`config.mk`:
```
export PLATFORM = sky130hd
export DESIGN_NAME = malu_top
export DESIGN_NICKNAME = d
export VERILOG_FILES = /design/src/logic/malu_pkg.sv /design/src/logic/malu_divider.sv /design/src/logic/malu_sequencer.sv /design/src/logic/malu_shift_add_mul.sv /design/src/logic/malu_top.sv
export VERILOG_INCLUDE_DIRS = /design/src /design/src/logic
export SDC_FILE = /design/constraint.sdc
export NUM_CORES = 1
export LEC_CHECK = 0
export ABC_AREA = 1
export BUFFER_PORTS_ARGS = -buffer_cell sky130_fd_sc_hd__buf_2
export CAP_MARGIN = 10
export CORE_AREA = 2 2 254 256
export DETAILED_ROUTE_END_ITERATION = 6
export DIE_AREA = 0 0 256 258
export GPL_TIMING_DRIVEN = 1
export RECOVER_POWER = 25
export SLEW_MARGIN = 0
export SYNTH_ARGS = -nofsm -noshare
export SYNTH_HDL_FRONTEND = slang
export SYNTH_SLANG_ARGS = --single-unit
```
`constraint.sdc`:
```
create_clock -name clock -period 3.8 [get_ports clock]
set_clock_uncertainty 0.2 [all_clocks]
set_input_delay 0.57 -clock clock [delete_from_list [all_inputs] [get_ports clock]]
set_output_delay 0.57 -clock clock [all_outputs]
set_load 0.05 [all_outputs]
```
`src/logic/malu_config.svh`:
```
// Sizes and timing of the multi-cycle arithmetic unit.
// The datapaths are written for a 32-bit word. Changing MALU_XLEN on its
// own is not supported, because the counter width and latency follow from it.
`ifndef MALU_CONFIG_SVH
`define MALU_CONFIG_SVH

// Operand width in bits
`define MALU_XLEN    32

// One iteration per operand bit
`define MALU_STEPS   32

// Must hold the value MALU_STEPS
`define MALU_CNT_W   6

// Edges from the sampling of i_valid in idle to o_ready high
`define MALU_LATENCY 34

`endif

```
`src/logic/malu_pkg.sv`:
```
// Operation and sequencer state encodings shared by the arithmetic unit.
// The value 2'b11 of the operation is unused and is treated as a divide.

package malu_pkg;

    // Operation selector
    typedef enum logic [1:0] {
        OP_MUL = 2'b00,  // Full 64-bit product
        OP_DIV = 2'b01,  // Quotient
        OP_REM = 2'b10   // Remainder
    } malu_op_e;

    // Shared sequencer states
    typedef enum logic [1:0] {
        ST_IDLE = 2'b00,  // Waiting for i_valid
        ST_LOAD = 2'b01,  // Units capture operands
        ST_RUN  = 2'b10,  // One step per cycle
        ST_DONE = 2'b11   // Result held until i_valid drops
    } malu_state_e;

endpackage

```
`src/logic/malu_divider.sv`:
```
// Restoring divider, one quotient bit per step, MSB first.
// It works on magnitudes and corrects the sign of the result combinationally.
// Division by zero gives all ones and the dividend as remainder, and
// the most negative value divided by -1 overflows to itself with remainder 0.
`timescale 1ns/1ps
`include "malu_config.svh"

module malu_divider (
    input  logic                   clock,
    input  logic                   i_reset,
    input  logic                   i_flush,
    input  logic                   i_load,
    input  logic                   i_step,
    input  malu_pkg::malu_op_e     i_op,            // OP_DIV or OP_REM
    input  logic                   i_div_unsigned,  // divu and remu
    input  logic [`MALU_XLEN-1:0]  i_rs1,           // Dividend
    input  logic [`MALU_XLEN-1:0]  i_rs2,           // Divisor
    output logic [`MALU_XLEN-1:0]  o_result
);
    import malu_pkg::*;

    logic [`MALU_XLEN-1:0]   dividend;   // Turns into the remainder
    logic [`MALU_XLEN-1:0]   quotient;
    logic [2*`MALU_XLEN-2:0] divisor;    // Slides down one bit per step
    logic                    out_sign;   // Negate the selected result

    logic                    op_signed;
    logic                    lhs_neg;
    logic                    rhs_neg;
    logic [`MALU_XLEN-1:0]   rs1_mag;
    logic [`MALU_XLEN-1:0]   rs2_mag;
    logic                    quo_neg;
    logic                    rem_neg;
    logic                    fits;
    logic [`MALU_XLEN-1:0]   result_mag;

    // Operand preparation
    // --------------------
    assign op_signed = !i_div_unsigned;
    assign lhs_neg   = op_signed && i_rs1[`MALU_XLEN-1];
    assign rhs_neg   = op_signed && i_rs2[`MALU_XLEN-1];

    // The magnitude of 0x8000_0000 is itself when read as unsigned
    assign rs1_mag   = lhs_neg ? -i_rs1 : i_rs1;
    assign rs2_mag   = rhs_neg ? -i_rs2 : i_rs2;

    // A zero divisor keeps the quotient positive, so it stays all ones
    assign quo_neg   = (lhs_neg != rhs_neg) && (|i_rs2);
    assign rem_neg   = lhs_neg;                // Remainder follows the dividend

    // Does the shifted divisor fit into what is left of the dividend
    assign fits = (divisor <= {{(`MALU_XLEN-1){1'b0}}, dividend});

    // Iteration
    // --------------------
    always_ff @(posedge clock) begin
        if (i_reset || i_flush) begin
            dividend <= '0;
            quotient <= '0;
            divisor  <= '0;
            out_sign <= 1'b0;
        end else if (i_load) begin
            dividend <= rs1_mag;
            quotient <= '0;
            divisor  <= {rs2_mag, {(`MALU_XLEN-1){1'b0}}};  // Divisor << 31
            out_sign <= (i_op == OP_REM) ? rem_neg : quo_neg;
        end else if (i_step) begin
            if (fits) begin
                dividend <= dividend - divisor[`MALU_XLEN-1:0];
            end
            quotient <= {quotient[`MALU_XLEN-2:0], fits};    // New bit in at LSB
            divisor  <= divisor >> 1;
        end
    end

    // Result
    // --------------------
    assign result_mag = (i_op == OP_REM) ? dividend : quotient;

    // Sign correction on the registers, no extra cycle
    assign o_result   = out_sign ? -result_mag : result_mag;

endmodule

```
`src/logic/malu_sequencer.sv`:
```
// Shared control for every unit. It gives one load cycle and then
// MALU_STEPS step cycles, and it holds o_ready until the caller drops i_valid.
// i_flush returns it to idle on the next edge from any state.
`timescale 1ns/1ps
`include "malu_config.svh"

module malu_sequencer (
    input  logic clock,
    input  logic i_reset,
    input  logic i_valid,   // Level, held until o_ready is seen
    input  logic i_flush,   // Pulse
    output logic o_load,
    output logic o_step,
    output logic o_ready
);
    import malu_pkg::*;

    localparam logic [`MALU_CNT_W-1:0] LAST_COUNT = `MALU_STEPS;

    malu_state_e            state;
    malu_state_e            state_next;
    logic [`MALU_CNT_W-1:0] step_cnt;
    logic                   run_done;

    assign run_done = (step_cnt == LAST_COUNT);  // All steps taken

    // Strobes and status
    // --------------------
    assign o_load  = (state == ST_LOAD);
    assign o_step  = (state == ST_RUN) && !run_done;
    assign o_ready = (state == ST_DONE);

    // Next state
    // --------------------
    always_comb begin
        state_next = state;
        case (state)
            ST_IDLE: begin
                if (i_valid) begin
                    state_next = ST_LOAD;
                end
            end
            ST_LOAD: state_next = ST_RUN;
            ST_RUN: begin
                // One extra RUN cycle after the last step gives the fixed latency
                if (run_done) begin
                    state_next = ST_DONE;
                end
            end
            ST_DONE: begin
                if (!i_valid) begin
                    state_next = ST_IDLE;  // Caller has taken the result
                end
            end
            default: state_next = ST_IDLE;
        endcase
    end

    always_ff @(posedge clock) begin
        if (i_reset || i_flush) begin
            state <= ST_IDLE;
        end else begin
            state <= state_next;
        end
    end

    always_ff @(posedge clock) begin
        if (i_reset || i_flush) begin
            step_cnt <= '0;
        end else if (state == ST_LOAD) begin
            step_cnt <= '0;              // Fresh count for each operation
        end else if (o_step) begin
            step_cnt <= step_cnt + 1'b1;
        end
    end

endmodule

```
`src/logic/malu_shift_add_mul.sv`:
```
// Shift-and-add multiplier, one bit of rs2 per step, LSB first.
// i_rs1 and the sign flags are read on every step, so they must stay
// stable from load until the product has been taken.
// The product is only valid once MALU_STEPS steps have been taken.
`timescale 1ns/1ps
`include "malu_config.svh"

module malu_shift_add_mul (
    input  logic                     clock,
    input  logic                     i_reset,
    input  logic                     i_flush,
    input  logic                     i_load,      // Capture rs2, clear accumulator
    input  logic                     i_step,      // One iteration
    input  logic [`MALU_XLEN-1:0]    i_rs1,
    input  logic [`MALU_XLEN-1:0]    i_rs2,
    input  logic                     i_lhs_sign,  // rs1 is signed
    input  logic                     i_rhs_sign,  // rs2 is signed
    output logic [2*`MALU_XLEN-1:0]  o_product
);

    // Datapath registers
    // --------------------
    logic [2*`MALU_XLEN-1:0] acc;        // Partial product, shifts right
    logic [`MALU_XLEN:0]     arg;        // rs2 below a marker bit

    logic                    last_step;
    logic                    sub_last;
    logic [`MALU_XLEN:0]     add_lhs;
    logic [`MALU_XLEN:0]     add_rhs;
    logic [`MALU_XLEN:0]     add_sum;

    // The marker has reached bit 1 when only rs2[31] is left to consume
    assign last_step = (arg[`MALU_XLEN:1] == {{(`MALU_XLEN-1){1'b0}}, 1'b1});

    // A set MSB of a signed multiplier weighs -2^31, so it is subtracted
    assign sub_last  = i_rhs_sign && arg[0] && last_step;

    // Upper half, extended by one bit
    // --------------------
    // For unsigned products the top accumulator bit is a carry and is
    // zero-extended, for signed ones it is the sign
    assign add_lhs = {i_lhs_sign && acc[2*`MALU_XLEN-1], acc[2*`MALU_XLEN-1:`MALU_XLEN]};

    assign add_rhs = arg[0] ? {i_lhs_sign && i_rs1[`MALU_XLEN-1], i_rs1}
                            : '0;              // Nothing to add for a zero bit

    assign add_sum = sub_last ? (add_lhs - add_rhs)
                              : (add_lhs + add_rhs);

    always_ff @(posedge clock) begin
        if (i_reset || i_flush) begin
            acc <= '0;
            arg <= '0;
        end else if (i_load) begin
            acc <= '0;
            arg <= {1'b1, i_rs2};              // Marker above the multiplier
        end else if (i_step) begin
            acc <= {add_sum, acc[`MALU_XLEN-1:1]};   // Add, then shift right
            arg <= {1'b0, arg[`MALU_XLEN:1]};
        end
    end

    assign o_product = acc;

endmodule

```
`src/logic/malu_top.sv`:
```
// Multi-cycle arithmetic unit for mul, mulh, mulhu, mulhsu, div, divu, rem
// and remu. Every operation takes MALU_LATENCY edges from the sampling of i_valid
// to o_ready. Operands, i_op and the sign flags must stay stable while i_valid
// is high. Divide results sit on o_result_lo with o_result_hi zero.
`timescale 1ns/1ps
`include "malu_config.svh"

module malu_top (
    input  logic                   clock,
    input  logic                   i_reset,
    input  logic                   i_valid,         // Level
    input  logic                   i_flush,         // Pulse, abort to idle
    input  malu_pkg::malu_op_e     i_op,
    input  logic                   i_lhs_sign,      // rs1 signed for multiply
    input  logic                   i_rhs_sign,      // rs2 signed for multiply
    input  logic                   i_div_unsigned,  // Unsigned divide or remainder
    input  logic [`MALU_XLEN-1:0]  i_rs1,
    input  logic [`MALU_XLEN-1:0]  i_rs2,
    output logic                   o_ready,
    output logic [`MALU_XLEN-1:0]  o_result_hi,
    output logic [`MALU_XLEN-1:0]  o_result_lo
);
    import malu_pkg::*;

    logic                    load;
    logic                    step;
    logic [2*`MALU_XLEN-1:0] product;
    logic [`MALU_XLEN-1:0]   div_result;
    logic                    is_mul;

    malu_sequencer u_sequencer (
        .clock   (clock),
        .i_reset (i_reset),
        .i_valid (i_valid),
        .i_flush (i_flush),
        .o_load  (load),
        .o_step  (step),
        .o_ready (o_ready)
    );

    // Both units run every operation, the result mux picks one
    malu_shift_add_mul u_mul (
        .clock      (clock),
        .i_reset    (i_reset),
        .i_flush    (i_flush),
        .i_load     (load),
        .i_step     (step),
        .i_rs1      (i_rs1),
        .i_rs2      (i_rs2),
        .i_lhs_sign (i_lhs_sign),
        .i_rhs_sign (i_rhs_sign),
        .o_product  (product)
    );

    malu_divider u_div (
        .clock          (clock),
        .i_reset        (i_reset),
        .i_flush        (i_flush),
        .i_load         (load),
        .i_step         (step),
        .i_op           (i_op),
        .i_div_unsigned (i_div_unsigned),
        .i_rs1          (i_rs1),
        .i_rs2          (i_rs2),
        .o_result       (div_result)
    );

    // Result select
    // --------------------
    assign is_mul      = (i_op == OP_MUL);
    assign o_result_hi = is_mul ? product[2*`MALU_XLEN-1:`MALU_XLEN] : '0;
    assign o_result_lo = is_mul ? product[`MALU_XLEN-1:0] : div_result;

endmodule

```
==> results of run 1 <==
logic make-up (layout without fill, tap and decap cells):
logic type,Yosys count,count (layout)
and+or+nand+nor,1597,1597
AOI/OAI and AO/OA,620,620
buffers and inverters,551,715
DFF,233,233
adders and majority gates,107,107
xor gates and xnor gates,59,59
power groups by stage:
stage          clock network, mW  logic, mW  registers [mW]
2_1_floorplan                  0       2.89            2.63
3_3_place_gp                   0       4.01            2.66
5_1_grt                     3.05       4.60            2.61
3_5_place_dp                   0       4.02            2.66
6_report                    2.90       4.11            2.60
4_1_cts                     2.96       4.03            2.60
layout by cell type, fill, tap and decap left out, types with 37 or more instances in the layout:
cell type | netlist | final
a21oi_1 | 237 | 233
a31oi_1 | 38 | 38
buf_2 | 9 | 136
buf_4 | 3 | 90
dfxtp_1 | 233 | 233
ha_1 | 105 | 103
inv_1 | 420 | 419
nand2_1 | 863 | 860
nand3_1 | 202 | 201
nor2_1 | 392 | 384
o21ai_0 | 233 | 227
xor2_1 | 37 | 37
how the worst min path moves through the flow:
stage / start / endpoint / slack (ns) / cells past startpoint
5_1_grt: i_rs2[3] / u_mul.arg[3] / 0.11 / 3
3_3_place_gp: u_div.quotient[2] / u_div.quotient[2] / 0.26 / 2
6_report: i_rs2[29] / u_div.divisor[60] / 0.1 / 4
4_1_cts: i_rs2[29] / u_div.divisor[60] / 0.08 / 4
3_5_place_dp: u_div.quotient[2] / u_div.quotient[2] / 0.26 / 2
2_1_floorplan: u_div.quotient[10] / u_div.quotient[10] / 0.24 / 2
critical path, delay by kind of cell:
kind                      cells  cell delay, ns
buffers and inverters         6            0.99
and+or+nand+nor               7            0.54
AOI/OAI and AO/OA             2            0.51
xor gates and xnor gates      1            0.17
routing by layer:
metal  wire length [µm]  up-vias
met2              28780      541
met1              31890     9183
met3               4243       95
met4               1629       16
li1                   -    10490
met5                104        -
what timing repair did:
item | CTS | global route
gates resized for setup | 0 | 27
setup buffers | 0 | 1
setup endpoints to repair | 0 | 24
registers in the layout, indices dropped and copies added (netlist names):
name and count:
u_mul.o_product 64, u_div.divisor 63, u_div.out_sign 1, u_sequencer.step_cnt 6, u_div.quotient 32, u_mul.arg 33
u_sequencer.state 2, u_div.dividend 32
metrics by stage:
step / setup WS [ns] / cell area (µm²)
global placement: -0.05000 / 20800
floorplan: 0.03576 / 18810
detailed placement: -0.08876 / 20800
CTS: 0.1093 / 21770
finish: 0.2171 / 21850
global route: -0.008719 / 21850
cell type report:
class	instances	area, µm²
clock inverters	14	152.6
fillers	7144	41800
clock buffers	38	819.5
flip-flops and latches	233	4664
inverters	431	1618
well taps	855	1070
repair buffers	232	1460
multi-input cells	2383	12070
==> flow_metrics.py, run 1 <==
metrics = {
    "outcome": {
        "outcome": "complete, but fails checks",
        "violations": "DRC",
    },
    "yosys": {
        "synth_top_family_by_area": "simple AND/OR/NAND/NOR gates",
        "synth_fp_nets": 3347,
        "syn_area_um2": 18810,
        "synthTopCellsByCount": "nand2_1 (863), inv_1 (420), nor2_1 (392), a21oi_1 (237)",
        "synthXorXnorAreaFrac": 0.02748,
        "synth-edff-count": 0,
        "synth-main-ff-cell": "dfxtp_1",
        "synth_most_common_cell": "nand2_1",
        "post_synth_num_cell_types": 56,
        "yosys.area_share.simple": 0.3544,
        "synth_top_area_cell": "dfxtp_1",
        "avgSynthCellArea_um2": 5.938,
        "muxShareOfSynthArea": 0,
        "synth.area.top_cells": "dfxtp_1 (25%), nand2_1 (17%), inv_1 (8.4%)",
        "synth-compound-area-share": 0.1822,
        "postSynth.asyncResetShare": 0,
        "synth_top_area_frac": 0.2480,
        "synth_seq_cells": 233,
        "synth_cells": 3167,
        "ys_warn_count": 0,
        "synth_adder_area_share": 0.07199,
        "ys_seq_area_frac": 0.2480,
    },
    "sta": {
        "fin_hold_ws_ns": 0.09853,
        "hold_violations": 0,
        "setup_violations": 0,
        "tightest_slew_ns": 1.055,
        "fin_tns_setup_ns": 0,
        "maxSlewHeadroom": 0.2964,
        "fin_crit_sh": 0.9429,
        "rsz0062_at_grt": "yes",
        "finalMaxSlewViolations": 0,
        "max_clock_freq_mhz": 279.1,
        "layout_min_cycle_time_ns": 3.583,
    },
    "worst_setup_path": {
        "path_cells": "buf_2, inv_1, nand2_4, buf_12, buf_12, o21ai_1, inv_1, nand2_1, nor2_1, nand2_1, nor2_1, nand2_1, nand2_1, xor2_1, o21ai_1, buf_2",
        "crit_start": "i_op[0]",
        "cp_common_cell": "nand2_1",
        "cp_data_arrival_time_ns": 2.81,
        "cp_max_fo": 27,
        "setup.worst_path.end": "o_result_lo[31]",
        "r2r_cells": 19,
        "slowest_delay_ns": 0.35,
        "cp-end-kind": "output pin",
        "r2r_start": "u_mul.arg[0]",
        "start_kind": "input pin",
        "rrSetupSlack_ns": 0.29,
        "path_class": "input pin to output pin",
        "r2r_end": "u_mul.o_product[62]",
        "crit_required_ns": 3.03,
        "slowest_stage": "o21ai_1",
    },
    "clock_network": {
        "tritoncts": "done",
        "cts_buffer_depth": 3,
        "clock_latency_ns": 0.58,
        "cts_hold_buf": 0,
        "cts_sinks": 233,
        "htree_levels": 1,
        "path_clk_slew_ns": 0.06,
        "root_buffer": "clkbuf_16",
        "cts_buffers": 29,
    },
    "place": {
        "gp_congestion": 0.9694,
        "dp_cells": 4133,
        "numPortBuffers": 137,
        "hpwl_mm": 51.53,
    },
    "floorplanning": {
        "start_util": 0.2955,
        "die_h_um": 258,
        "top_level_ports": 138,
        "rows": 93,
        "dieArea_um2": 66050,
        "coreArea_um2": 63650,
        "chipWidth_um": 256,
    },
    "pwr": {
        "power_frac_seq": 0.271,
        "p_per_area_nw_per_um2": 440.1,
        "p_int_mw": 5.547,
        "p_comb_frac": 0.428,
        "clockPowerShare": 0.302,
        "leakage_nw": 10.40,
        "swShare": 0.4231,
        "total_power_mw": 9.616,
        "p_sw_mw": 4.069,
        "ir_worst_vdd_mv": 0.2725,
    },
    "routing": {
        "drt_iter0_drc": 1551,
        "via_per_inst": 4.856,
        "wl_mm": 66.64,
        "wire_per_inst_um": 15.92,
        "vias": 20330,
        "dr.pass1.iters": 7,
        "ant_nets": 0,
        "drc": 3,
    },
    "grt": {
        "grt_overflow": 0,
        "grt_max_degree": 160,
        "grtUsageMet2": 0.3077,
        "track_usage": 0.1949,
        "top_usage_layer": "met2",
        "grt_pass1_wl_mm": 103.9,
        "grt_pass1_vias": 18480,
        "met3_usage": 0.03318,
        "antenna_found_initial": 10,
        "grt_use_met1": 0.2759,
    },
    "cells_and_area": {
        "area_growth_pct": 16.20,
        "antenna_cells": 0,
        "drive_gt1_frac": 0.1111,
        "final_nets": 3490,
        "final_util": 0.3433,
        "final_cells": 4186,
    },
    "job": {
        "drv_cap": 0,
    },
    "worst_hold_path": {
        "min_path_type": "input pin to register",
    },
}
Power figures use the tool's default switching activity.
==> run 2: changes to the inputs <==
--- a/config.mk
+++ b/config.mk
@@ -7,12 +7,13 @@
 export NUM_CORES = 1
 export LEC_CHECK = 0
 export ABC_AREA = 1
-export BUFFER_PORTS_ARGS = -buffer_cell sky130_fd_sc_hd__buf_2
 export CAP_MARGIN = 10
-export CORE_AREA = 2 2 254 256
+export CORE_AREA = 2 2 232 280
 export DETAILED_ROUTE_END_ITERATION = 6
-export DIE_AREA = 0 0 256 258
+export DIE_AREA = 0 0 234 282
+export DONT_BUFFER_PORTS = 1
 export GPL_TIMING_DRIVEN = 1
+export PLACE_DENSITY = 0.44
 export RECOVER_POWER = 25
 export SLEW_MARGIN = 0
 export SYNTH_ARGS = -nofsm -noshare
==> run 2 against run 1 <==
Worst hold slack worse by 0.061 ns. Non-clock buffer count increased by 24. Maximum frequency decreased by 0.72%. Global-route usage rose by 2.8 points. Sequential share of layout area fell by 0.88 points. Via count rose by 2.4%. Worst setup slack worse by 0.026 ns. Highest routed layer unchanged. Register-to-register slack got worse by 0.099 ns. Clock power fell by 3%. The run ends with capacitance limit, slew limit left. Die area about the same. Combinational power increased by 4%.
==> flow_metrics.py, run 2 (synthesis gave the netlist of run 1 again) <==
metrics = {
    "cells_and_area": {
        "layout_common_cells": "nand2_1 (854), inv_1 (419), nor2_1 (378)",
        "fillers": 7001,
        "final_common_cell": "nand2_1",
        "multi_input_area_um2": 12330,
        "final_nets": 3516,
        "ff_latch_area_um2": 4666,
        "drive_gt1_frac": 0.1200,
        "largest_reg_flops": 64,
        "area_growth_pct": 21.25,
    },
    "routing": {
        "wl_mm": 74.30,
        "vias": 20810,
        "drt_iter0_drc": 1212,
        "via_per_inst": 4.974,
        "dr.pass1.iters": 5,
        "ant_nets": 0,
        "wire_per_inst_um": 17.76,
        "drc": 0,
    },
    "worst_setup_path": {
        "cp_max_fo": 12,
        "r2r_end": "u_mul.o_product[60]",
        "rrSetupSlack_ns": 0.19,
        "r2r_cells": 21,
        "slowest_delay_ns": 0.33,
        "start_kind": "register",
        "slowest_stage": "dfxtp_2",
        "cp-end-kind": "register",
        "cp_common_cell": "nand2_1",
        "path_class": "register to register",
        "crit_required_ns": 4.09,
        "path_cells": "buf_12, nand2_1, ha_2, nand3_1, nor2_1, o21ai_2, o21ai_2, o21a_1, o21ai_0, xor2_1, ha_1, buf_4, a21oi_1, o21ai_0, a21oi_1, o21a_1, nand2_1, nand2_1, nand3_1, nand2_1, inv_1",
        "cp_data_arrival_time_ns": 3.89,
        "r2r_start": "u_mul.arg[0]",
    },
    "worst_hold_path": {
        "min_from": "i_rs2[14]",
        "holdPathStages": 3,
        "min_path_type": "input pin to register",
        "holdPathEnd": "u_div.divisor[45]",
    },
    "place": {
        "hpwl_mm": 56.87,
        "gp_congestion": 0.9129,
        "numPortBuffers": 0,
    },
    "pwr": {
        "ir_worst_vdd_mv": 0.3820,
        "leakage_nw": 10.62,
        "total_power_mw": 9.687,
        "p_per_area_nw_per_um2": 424.9,
    },
    "outcome": {
        "outcome": "complete, but fails checks",
        "violations": "capacitance limit, slew limit",
    },
    "grt": {
        "antenna_found_initial": 4,
        "grt_pass1_vias": 20390,
        "grt_overflow": 0,
        "grt_pass1_wl_mm": 114.6,
        "grt_max_degree": 193,
        "track_usage": 0.2231,
    },
    "floorplanning": {
        "die_h_um": 282,
        "dieArea_um2": 65990,
        "coreArea_um2": 63060,
        "rows": 101,
        "chipWidth_um": 234,
        "start_util": 0.2982,
        "top_level_ports": 138,
    },
    "clock_network": {
        "cts_sinks": 233,
        "root_buffer": "clkbuf_16",
        "clock_latency_ns": 0.59,
        "tritoncts": "done",
        "cts_buffer_depth": 3,
        "path_clk_slew_ns": 0.06,
        "htree_levels": 1,
        "cts_buffers": 31,
    },
    "sta": {
        "fin_crit_sh": 0.9497,
        "setup_violations": 0,
        "finalMaxSlewViolations": 296,
        "hold_violations": 0,
        "layout_min_cycle_time_ns": 3.609,
        "maxSlewHeadroom": -0.4278,
        "rsz0062_at_grt": "yes",
        "fin_tns_setup_ns": 0,
        "tightest_slew_ns": 2.142,
        "max_clock_freq_mhz": 277.1,
    },
    "job": {
        "drv_cap": 2,
    },
}
run 2: changes by cell type in the layout (fill, tap and decap cells not counted), sizes merged:
cell / change
buf: -14
bufinv: -3
clkbuf: +10
diode: +1
dlygate4sd3: +34
run 2: layout make-up:
type	count	share of cell area
antenna	1	0.0001097
clock buffer	44	0.03879
clock inverter	11	0.002908
inverter	431	0.07095
multi-input combinational	2383	0.5406
sequential	233	0.2046
tap	824	0.04522
timing repair buffer	256	0.09680
run 2: metal layers:
| layer | track usage | share of wire | vias to the layer above |
|---|---|---|---|
| met5 | 0 | 0.00036 | - |
| met4 | 0.08974 | 0.043 | 4 |
| met3 | 0.04612 | 0.063 | 149 |
| met2 | 0.3882 | 0.48 | 523 |
| met1 | 0.2655 | 0.42 | 9584 |
| li1 | - | - | 10550 |
run 2: stage by stage:
step	instance area, µm²	std cells	hold WS (ns)	worst slack (ns)	util
floorplan	18810	3167	0.2410	0.03576	-
global placement	21190	4089	0.2565	-0.2475	0.3360
detailed placement	21190	4089	0.2563	-0.2315	0.3360
CTS	22500	4178	0.007645	0.007295	0.3568
global route	22800	4182	0.03543	-0.05344	0.3616
finish	22800	4183	0.03767	0.1911	0.3616
run 2: how the worst max path moves through the flow:
stage                     slack, ns                  end          start
final                          0.19  u_mul.o_product[60]   u_mul.arg[0]
after global routing          -0.05  u_mul.o_product[63]   u_mul.arg[0]
after CTS                     0.007  u_mul.o_product[62]  u_mul.arg[32]
after detailed placement      -0.23  u_mul.o_product[62]       i_rs1[0]
after global placement        -0.25  u_mul.o_product[62]       i_rs1[0]
after floorplan                0.04      o_result_lo[12]        i_op[0]
run 2: repair_timing:
| item | CTS | global route |
|---|---|---|
| setup buffers | 0 | 4 |
| pin swaps | 1 | 21 |
| hold buffers | 34 | 0 |
| hold endpoints to repair | 51 | 0 |
| resized for setup | 6 | 89 |
| endpoints found under the setup margin | 9 | 27 |
run 2: power by group:
part           switching [mW]  leakage (nW)  internal (mW)
logic                    2.83          8.27           1.45
clock network            1.20         0.465           1.60
registers              0.0769          1.88           2.53
total                    4.11          10.6           5.58
run 2: worst max-delay path, delay by kind of cell, from the launching register on:
| family | cells | cell delay, ns |
|---|---|---|
| adder cells (fa/ha/maj) | 2 | 0.51 |
| flip-flops | 1 | 0.33 |
| AND/OR/NAND/NOR | 7 | 0.63 |
| XOR/XNOR | 1 | 0.31 |
| AO/OA/AOI/OAI | 8 | 1.18 |
| buffers and inverters | 3 | 0.34 |
